--- src/rtl/ms_timer.sv ---
module ms_timer #(
	parameter int CLK_PER_MS = 24000
) (
	input  logic        clk_24,
	input  logic        arst_n,
	input  logic        clr,
	output logic [15:0] count
);
	localparam int PW = (CLK_PER_MS > 1) ? $clog2(CLK_PER_MS) : 1;
	localparam logic [PW-1:0] PRE_LAST = PW'(CLK_PER_MS - 1);

	logic [PW-1:0] prescale;
	logic          ms_tick;

	// Last clock of each millisecond
	assign ms_tick = prescale == PRE_LAST;

	always_ff @(posedge clk_24 or negedge arst_n)
	begin
		if (!arst_n)
		begin
			prescale <= '0;
			count    <= '0;
		end
		else if (clr)
		begin
			// Restart a whole millisecond from zero
			prescale <= '0;
			count    <= '0;
		end
		else if (ms_tick)
		begin
			prescale <= '0;
			count    <= count + 16'd1;
		end
		else
		begin
			prescale <= prescale + 1'b1;
		end
	end

endmodule

--- config.mk ---
export PLATFORM = sky130hd
export DESIGN_NAME = ms_timer
export DESIGN_NICKNAME = d
export VERILOG_FILES = /design/src/rtl/ms_timer.sv
export SDC_FILE = /design/constraint.sdc
export NUM_CORES = 1
export LEC_CHECK = 0
export ABC_CLOCK_PERIOD_IN_PS = 2290
export BUFFER_PORTS_ARGS = -buffer_cell sky130_fd_sc_hd__clkbuf_2
export CORE_MARGIN = 10
export CORE_UTILIZATION = 55
export CTS_CLUSTER_SIZE = 14
export DETAILED_ROUTE_END_ITERATION = 16
export GPL_TIMING_DRIVEN = 0
export PLACE_DENSITY = 0.76
export SETUP_SLACK_MARGIN = 0.02
export SYNTH_ARGS = -nofsm -noshare
export SYNTH_HDL_FRONTEND = slang
export SYNTH_SLANG_ARGS = --single-unit
--- constraint.sdc ---
create_clock -name clk_24 -period 2.29 [get_ports clk_24]
set_input_delay 0 -clock clk_24 [delete_from_list [all_inputs] [get_ports clk_24]]
set_output_delay 0 -clock clk_24 [all_outputs]
set_load 0.01 [all_outputs]
==> summary.txt, run 1 <==
Setup path
  – Arrival time at the worst endpoint: 2.35 ns
  – CP delay by family, top: simple AND/OR/NAND/NOR gates
  – FF-to-FF End: count[15]
  – CP max FO: 10
  – Critical path class: register to register
  – Crit path largest cell delay: 0.43 ns
  – Launching point of the worst reg2reg path: prescale[0]
  – CP Depth: 6
  – CP max stage cell: dfrtp_1
  – Critical Path Sink Type: register
  – Sequence of cells on the critical path: ha_2 -> nand4_1 -> or2_4 -> buf_2 -> nor4_1 -> mux2_2
  – Critical path launch point: prescale[0]
  – WP buf/inv: 1
  – CP Launch Type: register
  – Reg2Reg Depth: 6
  – Worst reg-to-reg setup slack: 0.16 ns
  – Req. time, crit path: 2.51 ns
  – Worst setup endpoint: count[15]

Global route
  – First-pass GRT wire length: 5770 microns
  – Overflow after GRT: 0
  – Vias in the first global route: 1,252
  – Initial antenna violation count: 0
  – Total GRT Usage: 13.4%
  – Largest net degree at the start of global routing: 32

Power and ir drop
  – Power per cell area: around 510 nW/um^2
  – Leak: roughly 0.76 nW
  – Maximum vdd ir drop: 0.000338 V
  – Power Total: 0.952 mW

Detailed routing
  – Via/cell ratio: 6.18
  – Starting DRT DRC Count: 149
  – Vias post-DR: 1,416
  – Router iterations before antenna repair: 4
  – Post-route ant nets: 0
  – Wirelength per Cell: 15.6 microns
  – Drt total wl: 3570 microns
  – Residual DRC count: 0

Clocking
  – Max H-tree Level: 2
  – Clk_lat worst skew: 0.33 ns
  – CTS Buf Count: 5
  – Clock Sink Count: 31
  – CTS max path bufs: 2
  – CTS tree: built
  – Clock transition at path regs: 0.09 ns
  – Root buffer cell: clkbuf_4

Synthesis
  – Simple-gate portion of the synthesized area: 28.2%
  – Synth Instances: around 170
  – Synthesized-area fraction occupied by adder cells: 1.52%
  – Xor and xnor area share after synthesis: 6.93%
  – Distinct cells, synth: 29
  – Seq/Total Area, Yosys: between 40% and 50%
  – Largest family of logic cells by synthesized area: simple AND/OR/NAND/NOR gates
  – Post-synthesis mux area share: between 2 and 2.5%
  – Synthesized area: 1640 sq um
  – Async SR Flop Fraction: 100%
  – Synth Flop Type: dfrtp_1
  – Synth Area in Compound Gates: 10.3%
  – Synth warnings: 0
  – Post-synth EDFFs: 0
  – Post-Syn Area per Cell: just under 10 sq um
  – Synth Net Count: 176
  – Number of synthesized register bits: 31

Job
  – Max capacitance violation total: 0

Place
  – Post-DP HPWL: roughly 2500 microns
  – IO buf count: 18
  – Pre-CTS setup slack: 0.110 ns
  – Dpl cell area: ~1800 sq um
  – Inst Count DP: 220
  – Global placement routability congestion: between 0.8 and 0.9

STA
  – Setup TNS: 0 ns
  – Final hold viol count: 0
  – Final worst setup slack: 0.161 ns
  – RSZ-0062 raised after global routing: no
  – Fin crit period: 2.13 ns
  – FMAX: 0.470 GHz
  – Setup Skew: around 0.01 ns
  – Final cycle utilization of the critical path: 93.0%
  – Final Setup Violations: 0
  – Hold Slack: approximately 0.017 ns
  – Rel. slew slack: 50.2%
  – Worst slew pin tran: 0.747 ns
  – Slew Limit Fails: 0

Finish
  – Fillers: 244
  – Inserted Diodes: 0
  – Area grow syn2layout: 12.8%
  – Final Util: 66.1%
  – # nets final: around 200
  – Final Cell Area: 1850 sq um
  – Non-filler instance count after layout: 229
  – Share of cells above drive strength 1: 17.2%

Floorplanning
  – Die width: 74.7 microns
  – Core footprint: roughly 2800 sq um
  – Die area: ~5600 sq um
  – # IOs: 19
  – FP Rows: 19
  – Starting density of the core: about three fifths
  – Die height: 74.7 microns

Hold path
  – Hold Crit Class: input port to register

Run status
  – Status: finished clean
## synthesized netlist by cell type, types with 2 or more instances
cell type | number | area share, %
or4_1 | 11 | 5.0
xor2_1 | 5 | 2.7
inv_1 | 4 | 0.91
nor4_1 | 6 | 2.3
a21oi_1 | 13 | 4.0
dfrtp_1 | 31 | 47
xnor2_1 | 8 | 4.3
nor3_1 | 3 | 0.91
o31ai_1 | 11 | 5.0
and4_1 | 4 | 2.1
nor2b_1 | 3 | 1.1
ha_1 | 2 | 1.5
buf_2 | 2 | 0.61
or3_1 | 2 | 0.76
clkbuf_1 | 6 | 1.4
nor2_1 | 19 | 4.3
nand2_1 | 8 | 1.8
mux2_2 | 2 | 1.4
nand3_1 | 13 | 4.0
nand4_1 | 7 | 2.7
o21ai_0 | 2 | 0.61
and3_1 | 2 | 0.76
## worst min path at each step
stage / cells past startpoint / to / from / slack, ns
final: 3 / prescale[3] / clr / 0.02
after CTS: 3 / prescale[3] / clr / 0.01
after global placement: 1 / count[5] / arst_n / 0.1
after floorplan: 0 / count[0] / arst_n / -0.30
after global routing: 3 / prescale[3] / clr / 0.03
after detailed placement: 1 / count[5] / arst_n / 0.10
## cell usage in the layout (no fill, tap or decap), types with 2 or more instances in the layout
master    Yosys  layout
dfrtp_1      31      31
nor2_1       19      19
clkbuf_2      0      18
nand3_1      13      13
a21oi_1      13      13
o31ai_1      11      11
or4_1        11      11
nand2_1       8       8
xnor2_1       8       8
nand4_1       7       7
clkbuf_1      6       7
nor4_1        6       6
xor2_1        5       5
clkbuf_4      0       5
inv_1         4       4
and4_1        4       4
nor3_1        3       3
nor2b_1       3       3
buf_2         2       2
and3_1        2       2
or3_1         2       2
o21ai_0       2       2
mux2_2        2       2
clkbuf_8      0       2
## what timing repair did
item,CTS,global route
hold buffers,1,0
setup buffers,0,0
setup endpoints to repair,0,4
endpoints found under the hold margin,31,0
gates resized for setup,0,1
## cell type report
cell class	instances	area (sq um)	area share [%]
buffer	10	47.5	2.57
sequential	31	776	41.9
clock buffer	8	68.8	3.71
tap	31	38.8	2.09
timing repair buffer	19	100	5.40
inverter	4	15.0	0.810
multi-input combinational	126	807	43.6
## power breakdown
group	internal (mW)	switching, mW	total (mW)
clock network	0.180	0.179	0.359
logic	0.00988	0.0251	0.0350
registers	0.551	0.00644	0.558
## sequential cells by signal, indices dropped and copies added, names as in the netlist
signal / cells
prescale: 15
count: 16
## tightest hold or removal path: stages
cell and delay, ns:
clkbuf_2 0.10, o21bai_2 0.16, nor2_1 0.06
## logic make-up (layout without fill, tap and decap cells)
logic type / Yosys count / in the layout
simple gates: 81 / 81
flops: 31 / 31
compound gates: 27 / 27
buf+inv: 14 / 41
xor+xnor: 13 / 13
mux: 3 / 3
fa+ha+maj: 2 / 2
## routing by layer
metal	up-vias	part of all wire, %	GRT usage (%)
met1	678	42	17.1
met3	8	7.6	4.47
li1	680	-	-
met4	0	2.0	7.14
met2	50	48	19.8
met5	-	0	0
Power figures use the tool's default switching activity.
==> inputs of run 2 (changes only) <==
==> constraint.sdc (replaced) <==
create_clock -name clk_24 -period 2.29 [get_ports clk_24]
set_input_delay 0.3435 -clock clk_24 [delete_from_list [all_inputs] [get_ports clk_24]]
set_output_delay 0.3435 -clock clk_24 [all_outputs]
set_load 0.01 [all_outputs]
==> summary.txt, run 2 (synthesis gave the netlist of run 1 again) <==
Run status
  – Status: finished clean

Global route
  – Vias in the first global route: ~1,200
  – Largest net degree at the start of global routing: 32
  – First-pass GRT wire length: 5710 microns
  – Total GRT Usage: 13.3%
  – Overflow after GRT: 0
  – Initial antenna violation count: 0

Detailed routing
  – Via/cell ratio: 6.15
  – Post-route ant nets: 0
  – Starting DRT DRC Count: ~140
  – Wirelength per Cell: 15.5 microns
  – Router iterations before antenna repair: 4
  – Drt total wl: 3530 microns
  – Vias post-DR: 1,402
  – Residual DRC count: 0

STA
  – RSZ-0062 raised after global routing: no
  – Worst slew pin tran: 0.746 ns
  – Final cycle utilization of the critical path: 92.9%
  – Final hold viol count: 0
  – Final Setup Violations: 0
  – Rel. slew slack: 50.3%
  – FMAX: 0.470 GHz
  – Setup TNS: 0 ns
  – Slew Limit Fails: 0
  – Fin crit period: around 2.1 ns
  – Setup Skew: 0.0110 ns

Finish
  – Most frequent cells in the layout: dfrtp_1 (31), nor2_1 (19), clkbuf_2 (18), nand3_1 (13), a21oi_1 (13)
  – # nets final: 201
  – Share of cells above drive strength 1: 17.3%
  – Fillers: 245
  – Non-filler instance count after layout: 228
  – Area grow syn2layout: 12.2%
  – Max FFs per register: 16
  – Largest registers: count x16, prescale x15
  – Commonest non-fill, non-tap cell in the layout: dfrtp_1
  – Inserted Diodes: 0
  – Most flop-heavy register: count

Clocking
  – Post-CTS Resized: 0
  – Clock Sink Count: 31
  – CTS max path bufs: 2
  – Clk_lat worst skew: 0.33 ns
  – CTS Buf Count: 5
  – Clock transition at path regs: 0.10 ns
  – CTS tree: built
  – Hold_buf cts: 0
  – Setup bufs post-CTS: 0
  – Max H-tree Level: 2
  – Root buffer cell: clkbuf_4

Floorplanning
  – Die area: around 5600 sq um
  – FP Rows: 19
  – # IOs: 19
  – Die height: around 75 microns
  – Die width: 74.7 microns
  – Starting density of the core: 58.6%
  – Core footprint: 2810 sq um

Setup path
  – Worst reg-to-reg setup slack: 0.16 ns
  – Arrival time at the worst endpoint: 2.34 ns
  – Launching point of the worst reg2reg path: prescale[0]
  – CP max FO: 10
  – Critical path class: register to register
  – CP Launch Type: register
  – FF-to-FF End: count[15]
  – Reg2Reg Depth: 6
  – Req. time, crit path: around 2.5 ns
  – Critical Path Sink Type: register

Power and ir drop
  – Maximum vdd ir drop: approximately 0.00034 V
  – Leak: 0.759 nW
  – Power per cell area: 517 nW/um^2

Hold path
  – Hold Crit Class: input port to asynchronous set/reset pin

Place
  – Inst Count DP: 220
  – Global placement routability congestion: 0.815
  – Post-DP HPWL: 2540 microns
  – IO buf count: 18

Job
  – Max capacitance violation total: 0
run 2: power breakdown:
group | leakage [nW] | total (mW) | switching (mW) | internal [mW]
clock | 0.0386 | 0.361 | 0.181 | 0.180
sequential | 0.431 | 0.558 | 0.00644 | 0.551
combinational | 0.290 | 0.0336 | 0.0248 | 0.00877
total | 0.759 | 0.953 | 0.212 | 0.740
run 2: area by class of cell:
type / count / area, sq um / share of cell area, %
plain buffers: 10 / 47.5 / 2.58
clock buffers: 8 / 68.8 / 3.73
inverters: 4 / 15.0 / 0.815
multi-input cells: 126 / 807 / 43.8
flip-flops and latches: 31 / 776 / 42.1
well taps: 31 / 38.8 / 2.10
repair buffers: 18 / 90.1 / 4.89
run 2: worst max-delay path by stage:
stage,start,end,slack (ns),cells past startpoint
detailed placement,prescale[0],count[15],0.11,6
floorplan,prescale[0],count[11],0.36,6
finish,prescale[0],count[15],0.16,6
CTS,prescale[0],count[15],0.09,6
global placement,prescale[0],count[11],0.16,6
global route,prescale[0],count[11],0.06,6
run 2: per-layer routing:
metal | GRT usage [%] | wire length, microns
met5 | 0 | 0
met4 | 7.14 | 73
met3 | 4.60 | 283
met2 | 19.4 | 1670
met1 | 17.0 | 1500
run 2: worst max-delay path, cell delays in order (launching register included):
cell and delay, ns:
dfrtp_1 0.43, ha_2 0.28, nand4_1 0.14, or2_4 0.27
buf_2 0.18, nor4_1 0.35, mux2_2 0.37
run 2: stage by stage:
stage	power, mW	area (sq um)	worst slack [ns]	util [%]	hold WS, ns
floorplan	0.584	1640	0.364	-	0.0479
global placement	0.601	1770	0.160	63.2	0.439
detailed placement	0.603	1770	0.110	63.2	0.446
CTS	0.962	1840	0.0938	65.6	0.0763
global route	0.993	1840	0.0595	65.7	0.105
finish	0.953	1840	0.164	65.7	0.0508
