===== src/common/system_pkg.sv =====
package system_pkg;

	// Bus and download widths
	typedef logic [15:0] addr_t;
	typedef logic [7:0]  byte_t;
	typedef logic [16:0] dn_addr_t;

	// Code of the region hit by a bus read
	typedef logic [3:0]  region_t;

	// Memory address widths
	localparam int PGROM_AW = 15;
	localparam int WKRAM_AW = 14;

	// Region codes
	localparam region_t REG_NONE   = 4'd0;
	localparam region_t REG_PGROM  = 4'd1;
	localparam region_t REG_WKRAM  = 4'd2;
	localparam region_t REG_IN0    = 4'd3;
	localparam region_t REG_JOY    = 4'd4;
	localparam region_t REG_TSTAMP = 4'd5;
	localparam region_t REG_TIMER  = 4'd6;
	localparam region_t REG_MENU   = 4'd7;

	// Memory-mapped input pages, upper address byte
	localparam byte_t PAGE_IN0    = 8'h80;
	localparam byte_t PAGE_JOY    = 8'h81;
	localparam byte_t PAGE_TSTAMP = 8'h88;
	localparam byte_t PAGE_TIMER  = 8'h89;

	// Single-address system triggers
	localparam addr_t ADDR_PAUSE = 16'h8A30;
	localparam addr_t ADDR_MENU  = 16'h8A40;

	// Download index of the program ROM image
	localparam byte_t DN_INDEX_PGROM = 8'd0;

endpackage


===== src/rtl/bus_decode.sv =====
module bus_decode (
	input  logic                clk_24,
	input  logic                arst_n,
	input  system_pkg::addr_t   bus_addr,
	input  logic                bus_rd,
	input  logic                bus_wr,
	output system_pkg::region_t rd_region,
	output system_pkg::byte_t   rd_offset,
	output logic                rd_valid,
	output logic                wkram_we,
	output logic                timer_clr_we,
	output logic                pause_we,
	output logic                menu_we
);
	import system_pkg::*;

	byte_t   page;
	logic    pgrom_sel;
	logic    wkram_sel;
	logic    timer_sel;
	logic    pause_sel;
	logic    menu_sel;
	region_t region;

	assign page = bus_addr[15:8];

	// Program ROM fills the lower half, work RAM the top quarter
	assign pgrom_sel = ~bus_addr[15];
	assign wkram_sel = bus_addr[15:14] == 2'b11;
	assign timer_sel = page == PAGE_TIMER;
	assign pause_sel = bus_addr == ADDR_PAUSE;
	assign menu_sel  = bus_addr == ADDR_MENU;

	// Writable targets
	assign wkram_we     = bus_wr && wkram_sel;
	assign timer_clr_we = bus_wr && timer_sel;
	assign pause_we     = bus_wr && pause_sel;
	assign menu_we      = bus_wr && menu_sel;

	always_comb
	begin
		if (pgrom_sel)
			region = REG_PGROM;
		else if (wkram_sel)
			region = REG_WKRAM;
		else if (page == PAGE_IN0)
			region = REG_IN0;
		else if (page == PAGE_JOY)
			region = REG_JOY;
		else if (page == PAGE_TSTAMP)
			region = REG_TSTAMP;
		else if (timer_sel)
			region = REG_TIMER;
		else if (menu_sel)
			region = REG_MENU;
		else
			region = REG_NONE;
	end

	always_ff @(posedge clk_24 or negedge arst_n)
	begin
		if (!arst_n)
		begin
			rd_valid  <= 1'b0;
			rd_region <= REG_NONE;
		end
		else
		begin
			rd_valid  <= bus_rd;
			rd_region <= bus_rd ? region : REG_NONE;
		end
	end

	// Low address byte picks the byte inside an input page
	always_ff @(posedge clk_24)
	begin
		if (bus_rd)
			rd_offset <= bus_addr[7:0];
	end

	// Bus master drives at most one strobe per cycle
	a_rd_wr_exclusive: assert property (
		@(posedge clk_24) disable iff (!arst_n) !(bus_rd && bus_wr)
	);

endmodule


===== config.mk =====
export PLATFORM = sky130hd
export DESIGN_NAME = bus_decode
export DESIGN_NICKNAME = d
export VERILOG_FILES = /design/src/common/system_pkg.sv /design/src/rtl/bus_decode.sv
export SDC_FILE = /design/constraint.sdc
export NUM_CORES = 1
export LEC_CHECK = 0
export BUFFER_PORTS_ARGS = -buffer_cell sky130_fd_sc_hd__buf_2
export CAP_MARGIN = 0
export CORE_MARGIN = 8
export CORE_UTILIZATION = 42
export DETAILED_ROUTE_END_ITERATION = 7
export GPL_ROUTABILITY_DRIVEN = 1
export PLACE_DENSITY_LB_ADDON = 0.25
export SYNTH_ARGS = -nofsm -noshare
export SYNTH_HDL_FRONTEND = slang
export SYNTH_SLANG_ARGS = --single-unit

===== constraint.sdc =====
create_clock -name clk_24 -period 4.2 [get_ports clk_24]
set_clock_uncertainty 0.1 [all_clocks]
set_input_delay 0.42 -clock clk_24 [delete_from_list [all_inputs] [get_ports clk_24]]
set_output_delay 0.42 -clock clk_24 [all_outputs]
set_load 0.02 [all_outputs]

==> summary.md, run 1 <==
| Metric | Value |
|---|---|
| Layout cells sized above 1 | `53.1%` |
| Most common cell after layout, fill and taps aside | `buf_2` |
| Critical Path Max Stage Delay | `0.55 ns` |
| Total power divided by cell area | `324 nW/um^2` |
| Placed Instance Area | `733 um^2` |
| Yosys cell types | `24` |
| Die footprint | `2710 um^2` |
| Mapped Area | `547 um^2` |
| Req. time, crit path | `3.68 ns` |
| Cells along the critical path | `buf_2 > or4b_4 > nor4b_4 > nand4_2 > nor4b_2 > buf_2` |
| Crit path max-delay family | `simple AND/OR/NAND/NOR gates` |
| CP endpoint kind | `output pin` |
| Clock root buffer | `clkbuf_4` |
| Design Area, Final | `769 um^2` |
| Syn_area_per_cell | `13.0 um^2` |
| Vias/cell | `4.95` |
| Die Height | `52.1 um` |
| Tcrit/Tclk final | `60.2%` |
| Peak supply drop | `0.000172 V` |
| RSZ-0062 raised after global routing | `no` |
| Clock Sinks | `12` |
| Hold path depth | `1` |
| Clock power share | `28.3%` |
| Fmax | `396 MHz` |
| Nets | `102` |
| Final hold vios | `0` |
| Sequential area share after synthesis | `62.2%` |
| Non-Filler Instances | `96` |
| Startpoint types | `input port` |
| Max cap viols | `0` |
| WP buf/inv | `2` |
| Pre-antenna DRT Iters | `4` |
| Area Overhead vs Synth | `40.7%` |
| Largest net degree at the start of global routing | `12` |
| Most frequent CP cell | `buf_2` |
| CTS resizes | `0` |
| Setup ws final | `1.67 ns` |
| Arrival time of the worst setup path | `2.01 ns` |
| Ant. Diodes | `0` |
| Die W | `52.1 um` |
| CTS tree | `yes` |
| Slew HR | `62.2%` |
| Port Buf Inserts | `35` |
| Dpl ws | `1.67 ns` |
| Clk buf depth | `2` |
| Slew @ Worst Pin | `0.562 ns` |
| Final TNS setup | `0 ns` |
| Pint | `0.000187 W` |
| Ys Warns | `0` |
| DRT iter0 DRCs | `11` |
| Via count of the first global-routing pass | `464` |
| Total GRT Usage | `10.1%` |
| Core Footprint | `1250 um^2` |
| Tmin final | `2.53 ns` |
| Slowest CP cell | `or4b_4` |
| DP HPWL | `1.11 mm` |
| Top Ports | `37` |
| Per-cell routed wire length | `13.7 um` |
| Min-Delay Path Class | `in -> reg` |
| Run status | `complete, no violations` |
| Starting Density | `43.7%` |
| Filler cell count | `113` |
| Synthesized Nets | `62` |
| Clk pin slew, worst setup/hold paths | `0.07 ns` |
| Worst hold slack | `0.241 ns` |
| Worst-path fanout max | `4` |
| Switching pwr | `0.0000617 W` |
| Comb pwr share | `17.0%` |
| Yosys reg bits | `12` |
| Fin. max-slew vios | `0` |
| First-pass GRT wire length | `2.00 mm` |
| Total CTS buffers | `3` |
| Wirelength, routed | `1.32 mm` |
| Placed cells | `91` |
| GRT overflow | `0` |
| Via count | `475` |
| Most frequent cells in the layout | `buf_2, edfxtp_1, nand2_1` |
| Static leakage | `0.371 nW` |
| Routability cong. | `0.705` |
| Critical path type | `in -> out` |
| Row cnt | `13` |
| H-tree lvl count | `1` |
| Initial antenna violation count | `0` |
| Sequential power share | `54.6%` |
| DRC Markers | `0` |
| Sw frac | `24.8%` |
| Finish-stage setup viols | `0` |
| ANT nets after route | `0` |
| Stages on the worst setup path | `6` |
| Synth Instances | `42` |
cell families after synthesis:
kind of cell           share of synthesized area, %
AO/OA/AOI/OAI                                  5.26
other                                         0.686
flip-flops                                     62.2
AND/OR/NAND/NOR                                27.5
buffers and inverters                          2.75
XOR/XNOR                                       1.60
final cells by class:
class,instances,area (um^2),share of cell area [%]
tap,15,18.8,2.44
clock buffer,4,26.3,3.41
sequential,12,340,44.2
inverter,2,7.51,0.976
multi-input combinational,27,191,24.9
timing repair buffer,36,185,24.1
worst paths after layout:
check / slack, ns / end / start
min in group asynchronous: 0.38 / rd_region[2]$_DFF_PN0_ / arst_n
max in group asynchronous: 3.51 / rd_region[0]$_DFF_PN0_ / arst_n
hold / removal: 0.24 / rd_offset[2]$_DFFE_PP_ / bus_addr[2]
setup / recovery: 1.67 / menu_we / bus_addr[14]
registers in the layout (all words and copies together), names as in the netlist:
signal     cells
rd_valid       1
rd_region      3
rd_offset      8
synth_stat cells (all sizes together):
library cell	number	share of area, %
edfxtp	8	44
and4b	1	1.8
nor2	3	2.1
nor4	1	1.1
buf	1	1.4
o21ai	2	1.8
a21oi	1	0.91
inv	2	1.4
conb	1	0.69
xnor2	1	1.6
nor4b	3	8.7
a211oi	1	1.4
nor2b	1	1.1
nand2	5	3.4
nand4	2	3.4
or4b	1	2.5
nor3	2	1.8
and3	1	1.4
a31oi	1	1.1
dfrtp	4	18
power by group through the flow:
| stage | Clock, W | Combinational, W | Sequential, W |
|---|---|---|---|
| after detailed placement | 0 | 0.0000423 | 0.000139 |
| after global placement | 0 | 0.0000415 | 0.000139 |
| final | 0.0000706 | 0.0000424 | 0.000136 |
| after CTS | 0.0000746 | 0.0000430 | 0.000136 |
| after global routing | 0.0000790 | 0.0000462 | 0.000137 |
| after floorplan | 0 | 0.00000830 | 0.000149 |
repair_timing:
action	4_1_cts	5_1_grt
buffers inserted	0	0
hold buffers	1	0
hold endpoints to repair	4	0
per-layer routing:
metal  up-vias  global-route usage, %  share of wire, %
met5         -                      0                 0
met2        24                   15.0                47
met3         4                   4.56                10
met4         0                   9.29               2.2
met1       211                   10.4                41
li1        236                      -                 -
through the flow:
stage          utilization [%]  power [W]
6_report                  61.4   0.000249
5_1_grt                   61.4   0.000262
2_1_floorplan                -   0.000158
3_5_place_dp              58.5   0.000181
3_3_place_gp              58.5   0.000180
4_1_cts                   61.4   0.000254
Note: power is estimated with default switching activity, not from simulation.
==> inputs of run 2 (changes only) <==
- ABC_AREA: not set -> 1
- CORE_UTILIZATION: 42 -> 36
- clock period: 4.2 -> 2.1 ns (I/O delays scaled with it)
==> summary.md, run 2 <==
| Metric | Value |
|---|---|
| Post-synthesis async set-or-reset flop share | `33.3% (unchanged)` |
| Initial antenna violation count | `0 (unchanged)` |
| Starting Density | `39.0% (-4.6 points)` |
| Final hold vios | `0 (unchanged)` |
| Die footprint | `3240 um^2 (+19%)` |
| Via count of the first global-routing pass | `561 (+21%)` |
| Slowest CP cell | `nor4_1` |
| Clk pin slew, worst setup/hold paths | `0.07 ns (about the same)` |
| Max cap viols | `0 (unchanged)` |
| Synth top area share | `39.9% (-4.0 points)` |
| Row cnt | `14 (+1)` |
| Number of synthesized flops with an enable pin | `8 (unchanged)` |
| Crit path max-delay family | `simple AND/OR/NAND/NOR gates` |
| Req. time, crit path | `1.79 ns (-1.89 ns)` |
| Most common cell after layout, fill and taps aside | `buf_2` |
| Critical path type | `in -> out` |
| Hold path depth | `1 (unchanged)` |
| Final TNS setup | `0 ns (unchanged)` |
| Peak supply drop | `0.000257 V (+49%)` |
| Cells along the critical path | `buf_2 > nor2_2 > nand2_2 > nor4_1 > buf_2` |
| Nets | `125 (+23%)` |
| Die Height | `56.9 um (+9.2%)` |
| Wirelength, routed | `1.32 mm (+0.15%)` |
| Pre-antenna DRT Iters | `3 (-1)` |
| WP buf/inv | `2 (unchanged)` |
| Total CTS buffers | `3 (unchanged)` |
| Via count | `526 (+11%)` |
| Main area contributors after synthesis | `edfxtp_1, dfrtp_1, nor2_1` |
| Max reg flops | `8 (unchanged)` |
| Tcrit/Tclk final | `65.8%` |
| Hold buffers post-CTS | `1 (unchanged)` |
| Ys Warns | `0 (unchanged)` |
| Syn_area_per_cell | `9.26 um^2 (-29%)` |
| Top Registers | `rd_offset x8, rd_region x3, rd_valid x1` |
| Post-CTS setup buffers | `0 (unchanged)` |
| Most frequent cell after synthesis | `nor2_1` |
| Reg with most FFs | `rd_offset` |
| CTS tree | `yes` |
| Arrival time of the worst setup path | `1.07 ns (-0.94 ns)` |
| DRC Markers | `0 (unchanged)` |
| Largest net degree at the start of global routing | `12 (unchanged)` |
| Clock Sinks | `12 (unchanged)` |
| Static leakage | `0.423 nW (+14%)` |
| Total power divided by cell area | `611 nW/um^2 (+89%)` |
| Die W | `56.9 um (+9.2%)` |
| Layout cells sized above 1 | `49.0% (-4.0 points)` |
| Ant. Diodes | `0 (unchanged)` |
| Sequential area share after synthesis | `56.5% (-5.7 points)` |
| Area Overhead vs Synth | `37.2%` |
| CTS resizes | `0 (unchanged)` |
| Startpoint types | `input port` |
| Port Buf Inserts | `35 (unchanged)` |
| Stages on the worst setup path | `5 (-1)` |
| Fmax | `723 MHz` |
| Tmin final | `1.38 ns` |
| Vias/cell | `4.38 (-11%)` |
| CP endpoint kind | `output pin` |
| Clock root buffer | `clkbuf_4` |
| Yosys reg bits | `12 (unchanged)` |
| H-tree lvl count | `1 (unchanged)` |
| Worst-path fanout max | `4 (unchanged)` |
| Synth Flop Type | `edfxtp_1` |
| Worst hold slack | `0.0341 ns (-0.207 ns)` |
| Top Ports | `37 (unchanged)` |
| Run status | `complete, no violations` |
| Finish-stage setup viols | `0 (unchanged)` |
| Routability cong. | `0.712 (+1.1%)` |
| Clk buf depth | `2 (unchanged)` |
| Synth Instances | `65 (+55%)` |
| GRT overflow | `0 (unchanged)` |
| Total GRT Usage | `8.62% (-1.5 points)` |
| ANT nets after route | `0 (unchanged)` |
| Min-Delay Path Class | `in -> reg` |
| HP Start | `bus_addr[3]` |
| Most frequent cells in the layout | `buf_2, nor2_1, nand2_1` |
| Core Footprint | `1540 um^2 (+23%)` |
| Synthesized Nets | `85 (+37%)` |
| Finished Core Util | `53.6% (-7.9 points)` |
| Worst setup startpoint | `bus_addr[10]` |
| Yosys cell types | `16 (-33%)` |
| First-pass GRT wire length | `2.27 mm (+13%)` |
| Fin. max-slew vios | `0 (unchanged)` |
| Most frequent CP cell | `buf_2` |
| RSZ-0062 raised after global routing | `no` |
| DP HPWL | `1.14 mm (+2.9%)` |
| Per-cell routed wire length | `11.0 um (-20%)` |
| DRT iter0 DRCs | `3 (-8)` |
| Critical Path Max Stage Delay | `0.24 ns (-0.31 ns)` |
| Commonest cells in the netlist | `nor2_1, nand2_1, edfxtp_1` |
| Post-synth top area cell | `edfxtp_1` |
| Mapped Area | `602 um^2 (+10%)` |
-- run 2: cell types whose count changed in the layout (fill, tap and decap cells not counted), moves of 2 or more --
| cell | delta |
|---|---|
| nand3_1 | +2 |
| nand2_1 | +5 |
| nor2_4 | +3 |
| inv_1 | +4 |
| nor2_1 | +14 |
| nand2_2 | +4 |
| nor2_2 | +4 |
| nor3_1 | -2 |
-- run 2: cells by family after synthesis --
family | after synthesis | share of synthesized area (%)
flops | 12 | 56.5
compound gates | 1 | 0.831
simple gates | 43 | 36.4
buf+inv | 8 | 5.61
other cells | 1 | 0.623
-- run 2: final timing paths --
kind | end | slack (ns)
setup / recovery | pause_we | 0.72
hold / removal | rd_offset[3]$_DFFE_PP_ | 0.03
max in group asynchronous | rd_region[1]$_DFF_PN0_ | 1.60
min in group asynchronous | rd_valid$_DFF_PN0_ | 0.18
-- run 2: metal layers --
metal  vias to the layer above  wire length, um  track usage (%)
met2                        22              643             13.0
met3                         0               98             3.82
li1                        281                -                -
met4                         0                0             6.04
met1                       223              575             9.33
met5                         -                0                0
-- run 2: layout make-up --
| type | count | area, um^2 |
|---|---|---|
| sequential | 12 | 340 |
| multi-input combinational | 45 | 228 |
| timing repair buffer | 36 | 185 |
| clock buffer | 4 | 26.3 |
| inverter | 7 | 26.3 |
| tap | 16 | 20.0 |
| fill | 149 | 716 |
-- run 2: power by group --
group	internal, W	total [W]	switching [W]
clock network	0.0000733	0.000141	0.0000676
registers	0.000269	0.000272	0.00000271
logic	0.0000328	0.0000914	0.0000587
total	0.000375	0.000504	0.000129
-- run 2: per-stage QoR --
stage / worst slack [ns] / cell area, um^2 / instances / total power (W)
4_1_cts: 0.712 / 826 / 120 / 0.000510
3_5_place_dp: 0.720 / 790 / 115 / 0.000368
2_1_floorplan: 0.614 / 602 / 65 / 0.000325
5_1_grt: 0.613 / 826 / 120 / 0.000533
3_3_place_gp: 0.756 / 790 / 115 / 0.000367
6_report: 0.718 / 826 / 120 / 0.000504
