--- src/common/system_pkg.sv ---
package system_pkg;

	// Bus and download widths
	typedef logic [15:0] addr_t;
	typedef logic [7:0]  byte_t;
	typedef logic [16:0] dn_addr_t;

	// Code of the region hit by a bus read
	typedef logic [3:0]  region_t;

	// Memory address widths
	localparam int PGROM_AW = 15;
	localparam int WKRAM_AW = 14;

	// Region codes
	localparam region_t REG_NONE   = 4'd0;
	localparam region_t REG_PGROM  = 4'd1;
	localparam region_t REG_WKRAM  = 4'd2;
	localparam region_t REG_IN0    = 4'd3;
	localparam region_t REG_JOY    = 4'd4;
	localparam region_t REG_TSTAMP = 4'd5;
	localparam region_t REG_TIMER  = 4'd6;
	localparam region_t REG_MENU   = 4'd7;

	// Memory-mapped input pages, upper address byte
	localparam byte_t PAGE_IN0    = 8'h80;
	localparam byte_t PAGE_JOY    = 8'h81;
	localparam byte_t PAGE_TSTAMP = 8'h88;
	localparam byte_t PAGE_TIMER  = 8'h89;

	// Single-address system triggers
	localparam addr_t ADDR_PAUSE = 16'h8A30;
	localparam addr_t ADDR_MENU  = 16'h8A40;

	// Download index of the program ROM image
	localparam byte_t DN_INDEX_PGROM = 8'd0;

endpackage

--- src/rtl/read_mux.sv ---
module read_mux #(
	parameter int JOY_BYTES = 24
) (
	input  logic                   clk_24,
	input  logic                   arst_n,
	input  system_pkg::region_t    rd_region,
	input  system_pkg::byte_t      rd_offset,
	input  logic                   rd_valid,
	input  system_pkg::byte_t      pgrom_q,
	input  system_pkg::byte_t      wkram_q,
	input  system_pkg::byte_t      status,
	input  logic [JOY_BYTES*8-1:0] joystick,
	input  logic [32:0]            timestamp,
	input  logic [15:0]            timer_count,
	input  logic                   menu_flag,
	output system_pkg::byte_t      bus_rdata,
	output logic                   bus_rvalid
);
	import system_pkg::*;

	// Timestamp is 33 bits, so 5 readable bytes
	localparam int TS_BYTES = 5;

	logic [TS_BYTES*8-1:0] ts_wide;
	byte_t                 joy_byte;
	byte_t                 ts_byte;
	byte_t                 timer_byte;
	byte_t                 sel;

	assign ts_wide = {{(TS_BYTES*8-33){1'b0}}, timestamp};

	// Offsets past the input width read zero
	always_comb
	begin
		joy_byte = '0;
		for (int i = 0; i < JOY_BYTES; i++)
		begin
			if (rd_offset == byte_t'(i))
				joy_byte = joystick[i*8 +: 8];
		end
	end

	always_comb
	begin
		ts_byte = '0;
		for (int i = 0; i < TS_BYTES; i++)
		begin
			if (rd_offset == byte_t'(i))
				ts_byte = ts_wide[i*8 +: 8];
		end
	end

	assign timer_byte = rd_offset[0] ? timer_count[15:8] : timer_count[7:0];

	always_comb
	begin
		case (rd_region)
			REG_PGROM:  sel = pgrom_q;
			REG_WKRAM:  sel = wkram_q;
			REG_IN0:    sel = status;
			REG_JOY:    sel = joy_byte;
			REG_TSTAMP: sel = ts_byte;
			REG_TIMER:  sel = timer_byte;
			REG_MENU:   sel = {8{menu_flag}};
			default:    sel = '0;
		endcase
	end

	always_ff @(posedge clk_24 or negedge arst_n)
	begin
		if (!arst_n)
			bus_rvalid <= 1'b0;
		else
			bus_rvalid <= rd_valid;
	end

	always_ff @(posedge clk_24)
	begin
		if (rd_valid)
			bus_rdata <= sel;
	end

endmodule

--- config.mk ---
export PLATFORM = sky130hd
export DESIGN_NAME = read_mux
export DESIGN_NICKNAME = d
export VERILOG_FILES = /design/src/common/system_pkg.sv /design/src/rtl/read_mux.sv
export SDC_FILE = /design/constraint.sdc
export NUM_CORES = 1
export LEC_CHECK = 0
export BUFFER_PORTS_ARGS = -buffer_cell sky130_fd_sc_hd__buf_4
export CAP_MARGIN = 0
export CORE_AREA = 4 4 110 112
export DETAILED_ROUTE_END_ITERATION = 10
export DIE_AREA = 0 0 114 116
export PLACE_DENSITY = 0.78
export SLEW_MARGIN = 20
export SYNTH_ARGS = -nofsm -noshare
export SYNTH_HDL_FRONTEND = slang
export SYNTH_SLANG_ARGS = --single-unit
--- constraint.sdc ---
create_clock -name clk_24 -period 0.8 [get_ports clk_24]
set_input_delay 0.04 -clock clk_24 [delete_from_list [all_inputs] [get_ports clk_24]]
set_output_delay 0.04 -clock clk_24 [all_outputs]
set_load 0.02 [all_outputs]
==> out/metrics.yaml, run 1 <==
outcome: "finished, violations left"
violations: "setup timing"
cts_buffers: 3
die_y_microns: 116
n_antenna_cell: 0
ant_nets: 0
antenna_found_initial: 0
start_kind: "primary input"
final_util_pct: 62.1
final_layout_size_suffix_gt1_share_pct: 62.1
place.gp.congestion: 0.952
setup_ws_ns: -0.855
final_nets: 1090
grt.overflow.total: 0
rows: 39
syn_area_sq_um: 3290
power_density_nw_per_um2: 652
hold_end: "bus_rvalid$_DFF_PN0_"
hold_viol_final: 0
first_global_vias: 5739
io_pins: 290
seq_area_frac_synth_pct: 8.05
wirelength_microns: 20800
syn_inst: 438
vias: 5412
period_minus_slack_ns: 1.65
grt_util_met2_pct: 53.4
synth_ff_type: "edfxtp_1"
drv_cap: 0
synth_warnings: 0
grt_util_all_layers_pct: 29.6
synth_nets: 719
hp-start: "rd_valid"
avgViaCountPerCell: 5.69
synth-async-reset-ratio_pct: 11.1
drtIter0Drc: 371
cts.clk_slew.worst_paths_ns: 0.04
final_common_cell: "buf_4"
top_usage_layer: "met2"
avgRoutedWirePerCell_microns: 21.9
setup_violations: 15
core_area_sq_um: 11200
htreeDepth: 1
finalCritPeriodShare_pct: 207
total_power_mw: 4.54
synth_cell_type_count: 65
synth-seq-cells: 9
final_cell_mix: "375 x buf_4, 35 x a21oi_1, 32 x nand2_1, 30 x mux2i_1, 27 x nor2_1"
syn_avg_cell_area_sq_um: 7.52
die-area_sq_um: 13200
leakage_nw: 3.15
rsz0062_at_grt: "yes"
cts_num_sinks: 9
hp-class: "in -> reg"
path_cells: "buf_8 > or4_4 > nor3_4 > buf_12 > a32oi_2 > a221oi_2 > o21ai_1 > a21oi_1"
met1_usage_pct: 38.1
whs_path_depth: 1
drc: 0
cts_root_buf: "clkbuf_16"
numPortBuffers: 289
crit_arrival_ns: 1.75
worst-setup-path-type: "in -> reg"
crit_path_max_incr_delay_ns: 0.57
drt_pass1_iterations: 5
critPathLaunch: "rd_offset[2]"
grt_max_degree: 28
use_met3_pct: 3.60
cpMaxStageDelayCell: "or4_4"
required_ns: 0.89
relSlewSlack_pct: 73.0
syn_to_final_growth_pct: 111
die_x_microns: 114
worstMarginPinSlew_ns: 0.399
peakVddDrop_v: 0.000659
dp_hpwl_microns: 17900
whs_ns: 0.0191
cts_tree: "yes"
fmax_mhz: 604
slew_viol_final: 0
start_util_pct: 29.4
worstPathMaxFanout: 4
end_kind: "flip-flop"
grt_pass1_wl_microns: 30800
max-clock-path-buffers: 2
synth-edff-count: 8
## final cells by class
| cell class | instances | area, sq um |
|---|---|---|
| clock buffers | 4 | 78.8 |
| fillers | 1001 | 4260 |
| well taps | 143 | 179 |
| repair buffers | 407 | 3270 |
| multi-input cells | 382 | 3140 |
| flip-flops and latches | 9 | 265 |
| inverters | 6 | 26.3 |
## worst max-delay path: cells and delay by family
kind | cells | cell delay (ns)
AO/OA/AOI/OAI | 4 | 0.64
buffers and inverters | 2 | 0.25
AND/OR/NAND/NOR | 2 | 0.81
## power by group
group / internal [mW] / leakage (nW) / switching, mW
clock network: 0.668 / 0.0382 / 0.238
registers: 0.560 / 0.0881 / 0.0229
logic: 1.80 / 3.02 / 1.25
## layer usage
metal / wire length (microns) / share of wire, %
met5: 0 / 0
met4: 384 / 1.8
met3: 1570 / 7.5
met2: 10500 / 50
met1: 8390 / 40
## sequential cells by signal, indices dropped and copies added (netlist names)
signal,cells
bus_rvalid,1
bus_rdata,8
## cells by family (layout without fill, tap and decap cells)
| group | after synthesis | in the layout | share of synthesized area (%) |
|---|---|---|---|
| AO/OA/AOI/OAI | 158 | 158 | 32.7 |
| buffers and inverters | 47 | 417 | 6.57 |
| flip-flops | 9 | 9 | 8.05 |
| multiplexers | 64 | 64 | 26.5 |
| AND/OR/NAND/NOR | 160 | 160 | 26.1 |
## worst max-delay path by stage
stage / endpoint / cells after the start / slack (ns)
final: bus_rdata[1]$_DFFE_PP_ / 8 / -0.85
after global routing: bus_rdata[1]$_DFFE_PP_ / 8 / -0.91
after CTS: bus_rdata[4]$_DFFE_PP_ / 8 / -0.90
after detailed placement: bus_rdata[4]$_DFFE_PP_ / 8 / -1.26
after global placement: bus_rdata[4]$_DFFE_PP_ / 8 / -1.24
after floorplan: bus_rdata[2]$_DFFE_PP_ / 6 / -0.85
## stage by stage
step                      cell area (sq um)  std cells  setup WS, ns  setup TNS [ns]
after floorplan                        3470        438        -0.846           -6.27
after global placement                 6420        939         -1.24           -8.90
after detailed placement               6420        939         -1.26           -9.18
after CTS                              6640        947        -0.896           -6.93
after global routing                   6960        951        -0.913           -6.98
final                                  6960        951        -0.855           -6.52
## what timing repair did
| item | CTS | global route |
|---|---|---|
| pin swaps | 10 | 23 |
| gates resized for setup | 27 | 61 |
| hold buffers | 1 | 0 |
| setup endpoints to repair | 15 | 16 |
| buffers inserted | 4 | 3 |
| gates cloned | 0 | 1 |
| hold endpoints to repair | 1 | 0 |
## Yosys cell counts, types with 12 or more instances
master / count / share of area [%]
buf_2: 26 / 3.9
nor2b_1: 17 / 3.2
nor3_1: 15 / 2.3
mux4_2: 17 / 12
a22oi_1: 12 / 2.7
nor2_1: 29 / 3.3
clkbuf_1: 13 / 1.5
a21oi_1: 37 / 5.6
mux2_2: 17 / 5.8
mux2i_1: 30 / 9.1
nand3_1: 13 / 2.0
o21ai_0: 28 / 4.3
nand2_1: 36 / 4.1
(Power assumes the default switching activity.)
==> run 2: changes to the inputs <==
--- a/config.mk
+++ b/config.mk
@@ -15,3 +15,4 @@
 export SYNTH_ARGS = -nofsm -noshare
 export SYNTH_HDL_FRONTEND = slang
 export SYNTH_SLANG_ARGS = --single-unit
+export TNS_END_PERCENT = 1
==> run 2 against run 1 <==
  * The flow still finishes with violations (setup timing)
  * Die area is the same
  * Sequential cell count is the same
  * Global-route usage shrank 0.83 points
  * Final area shrank 0.31%
  * Cell count grew 1.1%
  * Critical path type unchanged
  * Worst setup slack lost 0.0098 ns
  * Sequential share of layout area is essentially flat
  * Clock power is essentially flat
==> out/metrics.yaml, run 2 (synthesis results as in run 1) <==
relSlewSlack_pct: 71.0
largest_reg_flops: 8
regArea_sq_um: 265
final_common_cell: "buf_4"
multiInputGateArea_sq_um: 3040
path_cells: "buf_4 > buf_4 > nor4_4 > buf_4 > nand2_1 > or3_4 > o2111ai_4 > a31o_1 > nand4_1"
drc: 0
cts_root_buf: "clkbuf_16"
period_minus_slack_ns: 1.66
cts.clk_slew.worst_paths_ns: 0.04
final_layout_size_suffix_gt1_share_pct: 61.0
vias: 5469
antenna_found_initial: 0
avgViaCountPerCell: 5.69
crit_path_max_incr_delay_ns: 0.37
outcome: "finished, violations left"
whs_ns: 0.0360
grt.overflow.total: 0
rows: 39
end_kind: "flip-flop"
grt_util_all_layers_pct: 28.7
start_kind: "primary input"
final_util_pct: 61.9
peakVddDrop_v: 0.000561
dp_hpwl_microns: 17500
cts_buffers: 3
place.gp.congestion: 0.994
hp-class: "in -> reg"
final_cell_mix: "385 x buf_4, 35 x nand2_1, 34 x a21oi_1, 30 x mux2i_1, 29 x nor2_1"
fillCellCount: 1025
cts_tree: "yes"
setup_violations: 16
finalCritPeriodShare_pct: 208
fmax_mhz: 601
grt_max_degree: 29
violations: "setup timing"
n_antenna_cell: 0
place_ws_ns: -1.28
setup_ws_ns: -0.864
crit_arrival_ns: 1.63
drt_pass1_iterations: 7
final_nets: 1100
drtIter0Drc: 381
die-area_sq_um: 13200
numPortBuffers: 289
cp_common_cell: "buf_4"
worstPathMaxFanout: 5
required_ns: 0.76
power_density_nw_per_um2: 654
tns_ns: -6.64
ant_nets: 0
wirelength_microns: 20500
first_global_vias: 5847
leakage_nw: 3.17
io_pins: 290
max-clock-path-buffers: 2
worst-setup-path-type: "in -> reg"
drv_cap: 0
largest-register: "bus_rdata"
htreeDepth: 1
cts_num_sinks: 9
worstMarginPinSlew_ns: 0.429
cpMaxStageDelayCell: "or3_4"
die_x_microns: 114
slew_viol_final: 0
die_y_microns: 116
syn_to_final_growth_pct: 111
core_area_sq_um: 11200
grt_pass1_wl_microns: 30000
start_util_pct: 29.4
rsz0062_at_grt: "yes"
reg_top3: "bus_rdata (8), bus_rvalid (1)"
hold_viol_final: 0
avgRoutedWirePerCell_microns: 21.3
-- run 2: cell count changes in the layout (fill, tap and decap cells not counted), sizes merged --
cell and delta:
buf +11, inv +1, clkbuf -2, clkinvlp -1, clkinv +1
-- run 2: final cells by class --
class                   count  area share [%]
multi-input cells         382            43.8
flip-flops and latches      9            3.82
clock inverters             1          0.0721
clock buffers               3            1.08
repair buffers            417            48.3
well taps                 143            2.58
inverters                   6           0.324
-- run 2: timing repair --
item,CTS,global route
endpoints found under the setup margin,16,17
pin swaps,23,8
buffers inserted,8,2
resized for setup,61,9
hold buffers,1,0
endpoints found under the hold margin,1,0
-- run 2: path summary, 6_finish.rpt --
kind / start / end / slack, ns / cells after the start
max in group asynchronous: arst_n / bus_rvalid$_DFF_PN0_ / 0.60 / 2
worst min-delay path: rd_valid / bus_rvalid$_DFF_PN0_ / 0.04 / 1
min in group asynchronous: arst_n / bus_rvalid$_DFF_PN0_ / 0.12 / 2
worst max-delay path: rd_offset[7] / bus_rdata[4]$_DFFE_PP_ / -0.86 / 9
-- run 2: through the flow --
step           power [mW]  cells  area [sq um]
6_report             4.54    961          6940
3_3_place_gp         3.40    946          6470
5_1_grt              4.74    961          6940
4_1_cts              4.50    959          6890
3_5_place_dp         3.42    946          6470
2_1_floorplan        1.62    438          3390
-- run 2: report_power, final --
group / internal (mW) / total (mW) / leakage, nW / switching (mW)
Sequential: 0.559 / 0.585 / 0.0881 / 0.0252
Clock: 0.661 / 0.903 / 0.0409 / 0.242
Combinational: 1.83 / 3.05 / 3.04 / 1.22
-- run 2: worst max-delay path: cells and delay by family --
family | cells | cell delay, ns
AND/OR/NAND/NOR | 4 | 0.81
buffers and inverters | 3 | 0.46
AO/OA/AOI/OAI | 2 | 0.32
-- run 2: layer usage --
| layer | up-vias | track usage (%) | part of all wire (%) |
|---|---|---|---|
| met1 | 2527 | 32.8 | 35 |
| li1 | 2512 | - | - |
| met5 | - | 0 | 0 |
| met2 | 373 | 53.7 | 51 |
| met3 | 57 | 5.69 | 9.8 |
| met4 | 0 | 9.18 | 3.4 |
==> run 3: changes to the inputs <==
--- a/config.mk
+++ b/config.mk
@@ -5,12 +5,14 @@
 export SDC_FILE = /design/constraint.sdc
 export NUM_CORES = 1
 export LEC_CHECK = 0
+export ABC_AREA = 1
 export BUFFER_PORTS_ARGS = -buffer_cell sky130_fd_sc_hd__buf_4
 export CAP_MARGIN = 0
-export CORE_AREA = 4 4 110 112
+export CORE_AREA = 4 4 109 111
 export DETAILED_ROUTE_END_ITERATION = 10
-export DIE_AREA = 0 0 114 116
-export PLACE_DENSITY = 0.78
+export DIE_AREA = 0 0 113 115
+export PLACE_DENSITY = 0.75
+export SETUP_SLACK_MARGIN = 0.05
 export SLEW_MARGIN = 20
 export SYNTH_ARGS = -nofsm -noshare
 export SYNTH_HDL_FRONTEND = slang
==> run 3 against run 2 <==
  * The flow still finishes with violations (setup timing)
  * Hold slack worse by 0.027 ns
  * Combinational power down 38%
  * Final area down 11%
  * Sequential cell count unchanged
  * Routed wire length down 16%
  * Cell count up 18%
  * Power down 33%
==> out/metrics.yaml, run 3 <==
final_cell_mix: "372 x buf_4, 239 x nand2_1, 84 x inv_1, 57 x nand3_1, 55 x nor2_1"
grt_util_all_layers_pct: 24.8
avgViaCountPerCell: 4.73
vias: 5361
synth_top_cell_by_area: "nand2_1"
avgRoutedWirePerCell_microns: 15.2
wirelength_microns: 17300
reg_top3: "bus_rdata (8), bus_rvalid (1)"
crit_arrival_ns: 2.01
post-synth-top-count-cell: "nand2_1"
rows: 38
synth.top_cell.area_share_pct: 31.6
largest_reg_flops: 8
synth_nets: 889
drtIter0Drc: 267
tns_ns: -9.38
finalCritPeriodShare_pct: 252
antenna_found_initial: 1
final_layout_size_suffix_gt1_share_pct: 44.0
io_pins: 290
largest-register: "bus_rdata"
pwr-share-comb_pct: 62.9
outcome: "finished, violations left"
worstMarginPinSlew_ns: 0.722
violations: "setup timing"
placedCellCount: 1121
dpl-instance-area_sq_um: 5930
cts_num_sinks: 9
die_x_microns: 113
worstPathMaxFanout: 6
power_density_nw_per_um2: 488
place_ws_ns: -1.67
period_minus_slack_ns: 2.01
grt.overflow.total: 0
synth-seq-cells: 9
start_util_pct: 26.8
share_clk_of_total_power_pct: 17.8
leakage_nw: 3.40
rsz0062_at_grt: "yes"
switching_share_pct: 30.3
synth_cell_type_count: 28
end_kind: "flip-flop"
cts_buffers: 3
grt_max_degree: 11
htreeDepth: 1
place.gp.congestion: 0.947
core_area_sq_um: 10800
switching_power_mw: 0.915
synth_ff_type: "edfxtp_1"
first_global_vias: 5492
drc: 0
drt_pass1_iterations: 4
final_common_cell: "buf_4"
final_util_pct: 57.4
peakVddDrop_v: 0.000481
worst-setup-path-type: "in -> reg"
hp-class: "in -> reg"
syn_avg_cell_area_sq_um: 4.77
cts_root_buf: "clkbuf_8"
p_int_mw: 2.11
synth-edff-count: 8
synth_warnings: 0
ant_nets: 0
stdcell_count: 1134
die_y_microns: 115
pwr-share-seq_pct: 19.3
syn_inst: 608
setup_ws_ns: -1.21
slew_viol_final: 0
hold_viol_final: 0
synthTopCellsByCount: "244 x nand2_1, 86 x inv_1, 63 x nor2_1"
synth_top_cells_by_area: "nand2_1 32%, inv_1 11%, nand3_1 10%"
total_power_mw: 3.02
seq_area_frac_synth_pct: 9.15
dp_hpwl_microns: 15400
final_cell_area_sq_um: 6190
final_nets: 1276
cts_tree: "yes"
required_ns: 0.79
syn_area_sq_um: 2900
syn_to_final_growth_pct: 114
cts.clk_slew.worst_paths_ns: 0.05
numPortBuffers: 289
synth-async-reset-ratio_pct: 11.1
setup_violations: 14
start_kind: "primary input"
n_antenna_cell: 0
die-area_sq_um: 13000
relSlewSlack_pct: 50.6
drv_cap: 0
whs_ns: 0.00895
grt_pass1_wl_microns: 26100
fmax_mhz: 497
max-clock-path-buffers: 2
-- run 3: cell count changes in the layout (fill, tap and decap cells not counted), sizes merged, moves of 24 or more --
cell and delta:
nand2 +210, inv +84, nand3 +46, nor2 +40, mux2i -30, buf -24
-- run 3: timing repair --
item | 4_1_cts | 5_1_grt
endpoints found under the hold margin | 1 | 0
buffers inserted | 7 | 1
gates resized for setup | 36 | 5
hold buffers | 1 | 0
setup endpoints to repair | 17 | 17
pin swaps | 20 | 10
-- run 3: kinds of logic (layout without fill, tap and decap cells) --
logic type	after synthesis	count (layout)	share of synthesized area (%)
AOI/OAI and AO/OA	79	79	15.5
and+or+nand+nor	419	419	61.4
buffers and inverters	101	487	13.9
DFF	9	9	9.15
-- run 3: path summary, 6_finish.rpt --
| kind | from | end | slack (ns) | cells after the start |
|---|---|---|---|---|
| max in group asynchronous | arst_n | bus_rvalid$_DFF_PN0_ | 0.59 | 2 |
| min in group asynchronous | arst_n | bus_rvalid$_DFF_PN0_ | 0.12 | 2 |
| hold / removal | rd_valid | bus_rvalid$_DFF_PN0_ | 0.009 | 1 |
| setup / recovery | rd_offset[7] | bus_rdata[5]$_DFFE_PP_ | -1.21 | 22 |
-- run 3: final cells by class --
cell class                      count  area [sq um]
Clock buffer                        3          41.3
Clock inverter                      1          5.00
Fill cell                        1126          4600
Inverter                           90           343
Multi-Input combinational cell    498          2320
Sequential cell                     9           265
Tap cell                          140           175
Timing Repair Buffer              393          3040
-- run 3: worst max-delay path, cell delays in order --
cell and delay (ns):
buf_4 0.10, nor2_4 0.04, nand2_4 0.12, inv_4 0.06
buf_6 0.12, buf_4 0.13, nand3_1 0.07, nand3_1 0.09
o21bai_1 0.14, nand4_1 0.11, nor2_1 0.13, nand3_1 0.08
nand2_1 0.09, nand3_1 0.09, nand2_1 0.09, nand3_1 0.08
nand2_1 0.09, nand4_1 0.08, nand2_1 0.08, nand2_1 0.06
nand2_1 0.07, nand2_1 0.05
-- run 3: power groups by stage --
stage	logic (mW)	clock network, mW	registers [mW]
2_1_floorplan	0.333	0	0.634
3_3_place_gp	1.81	0	0.584
3_5_place_dp	1.82	0	0.584
4_1_cts	1.90	0.555	0.584
5_1_grt	2.05	0.575	0.587
6_report	1.90	0.538	0.585
-- run 3: metal layers --
metal	up-vias	global-route usage [%]	wire, microns
li1	2733	-	-
met1	2325	28.1	6630
met2	258	45.1	8460
met3	43	6.11	1550
met4	2	8.81	618
met5	-	0	20
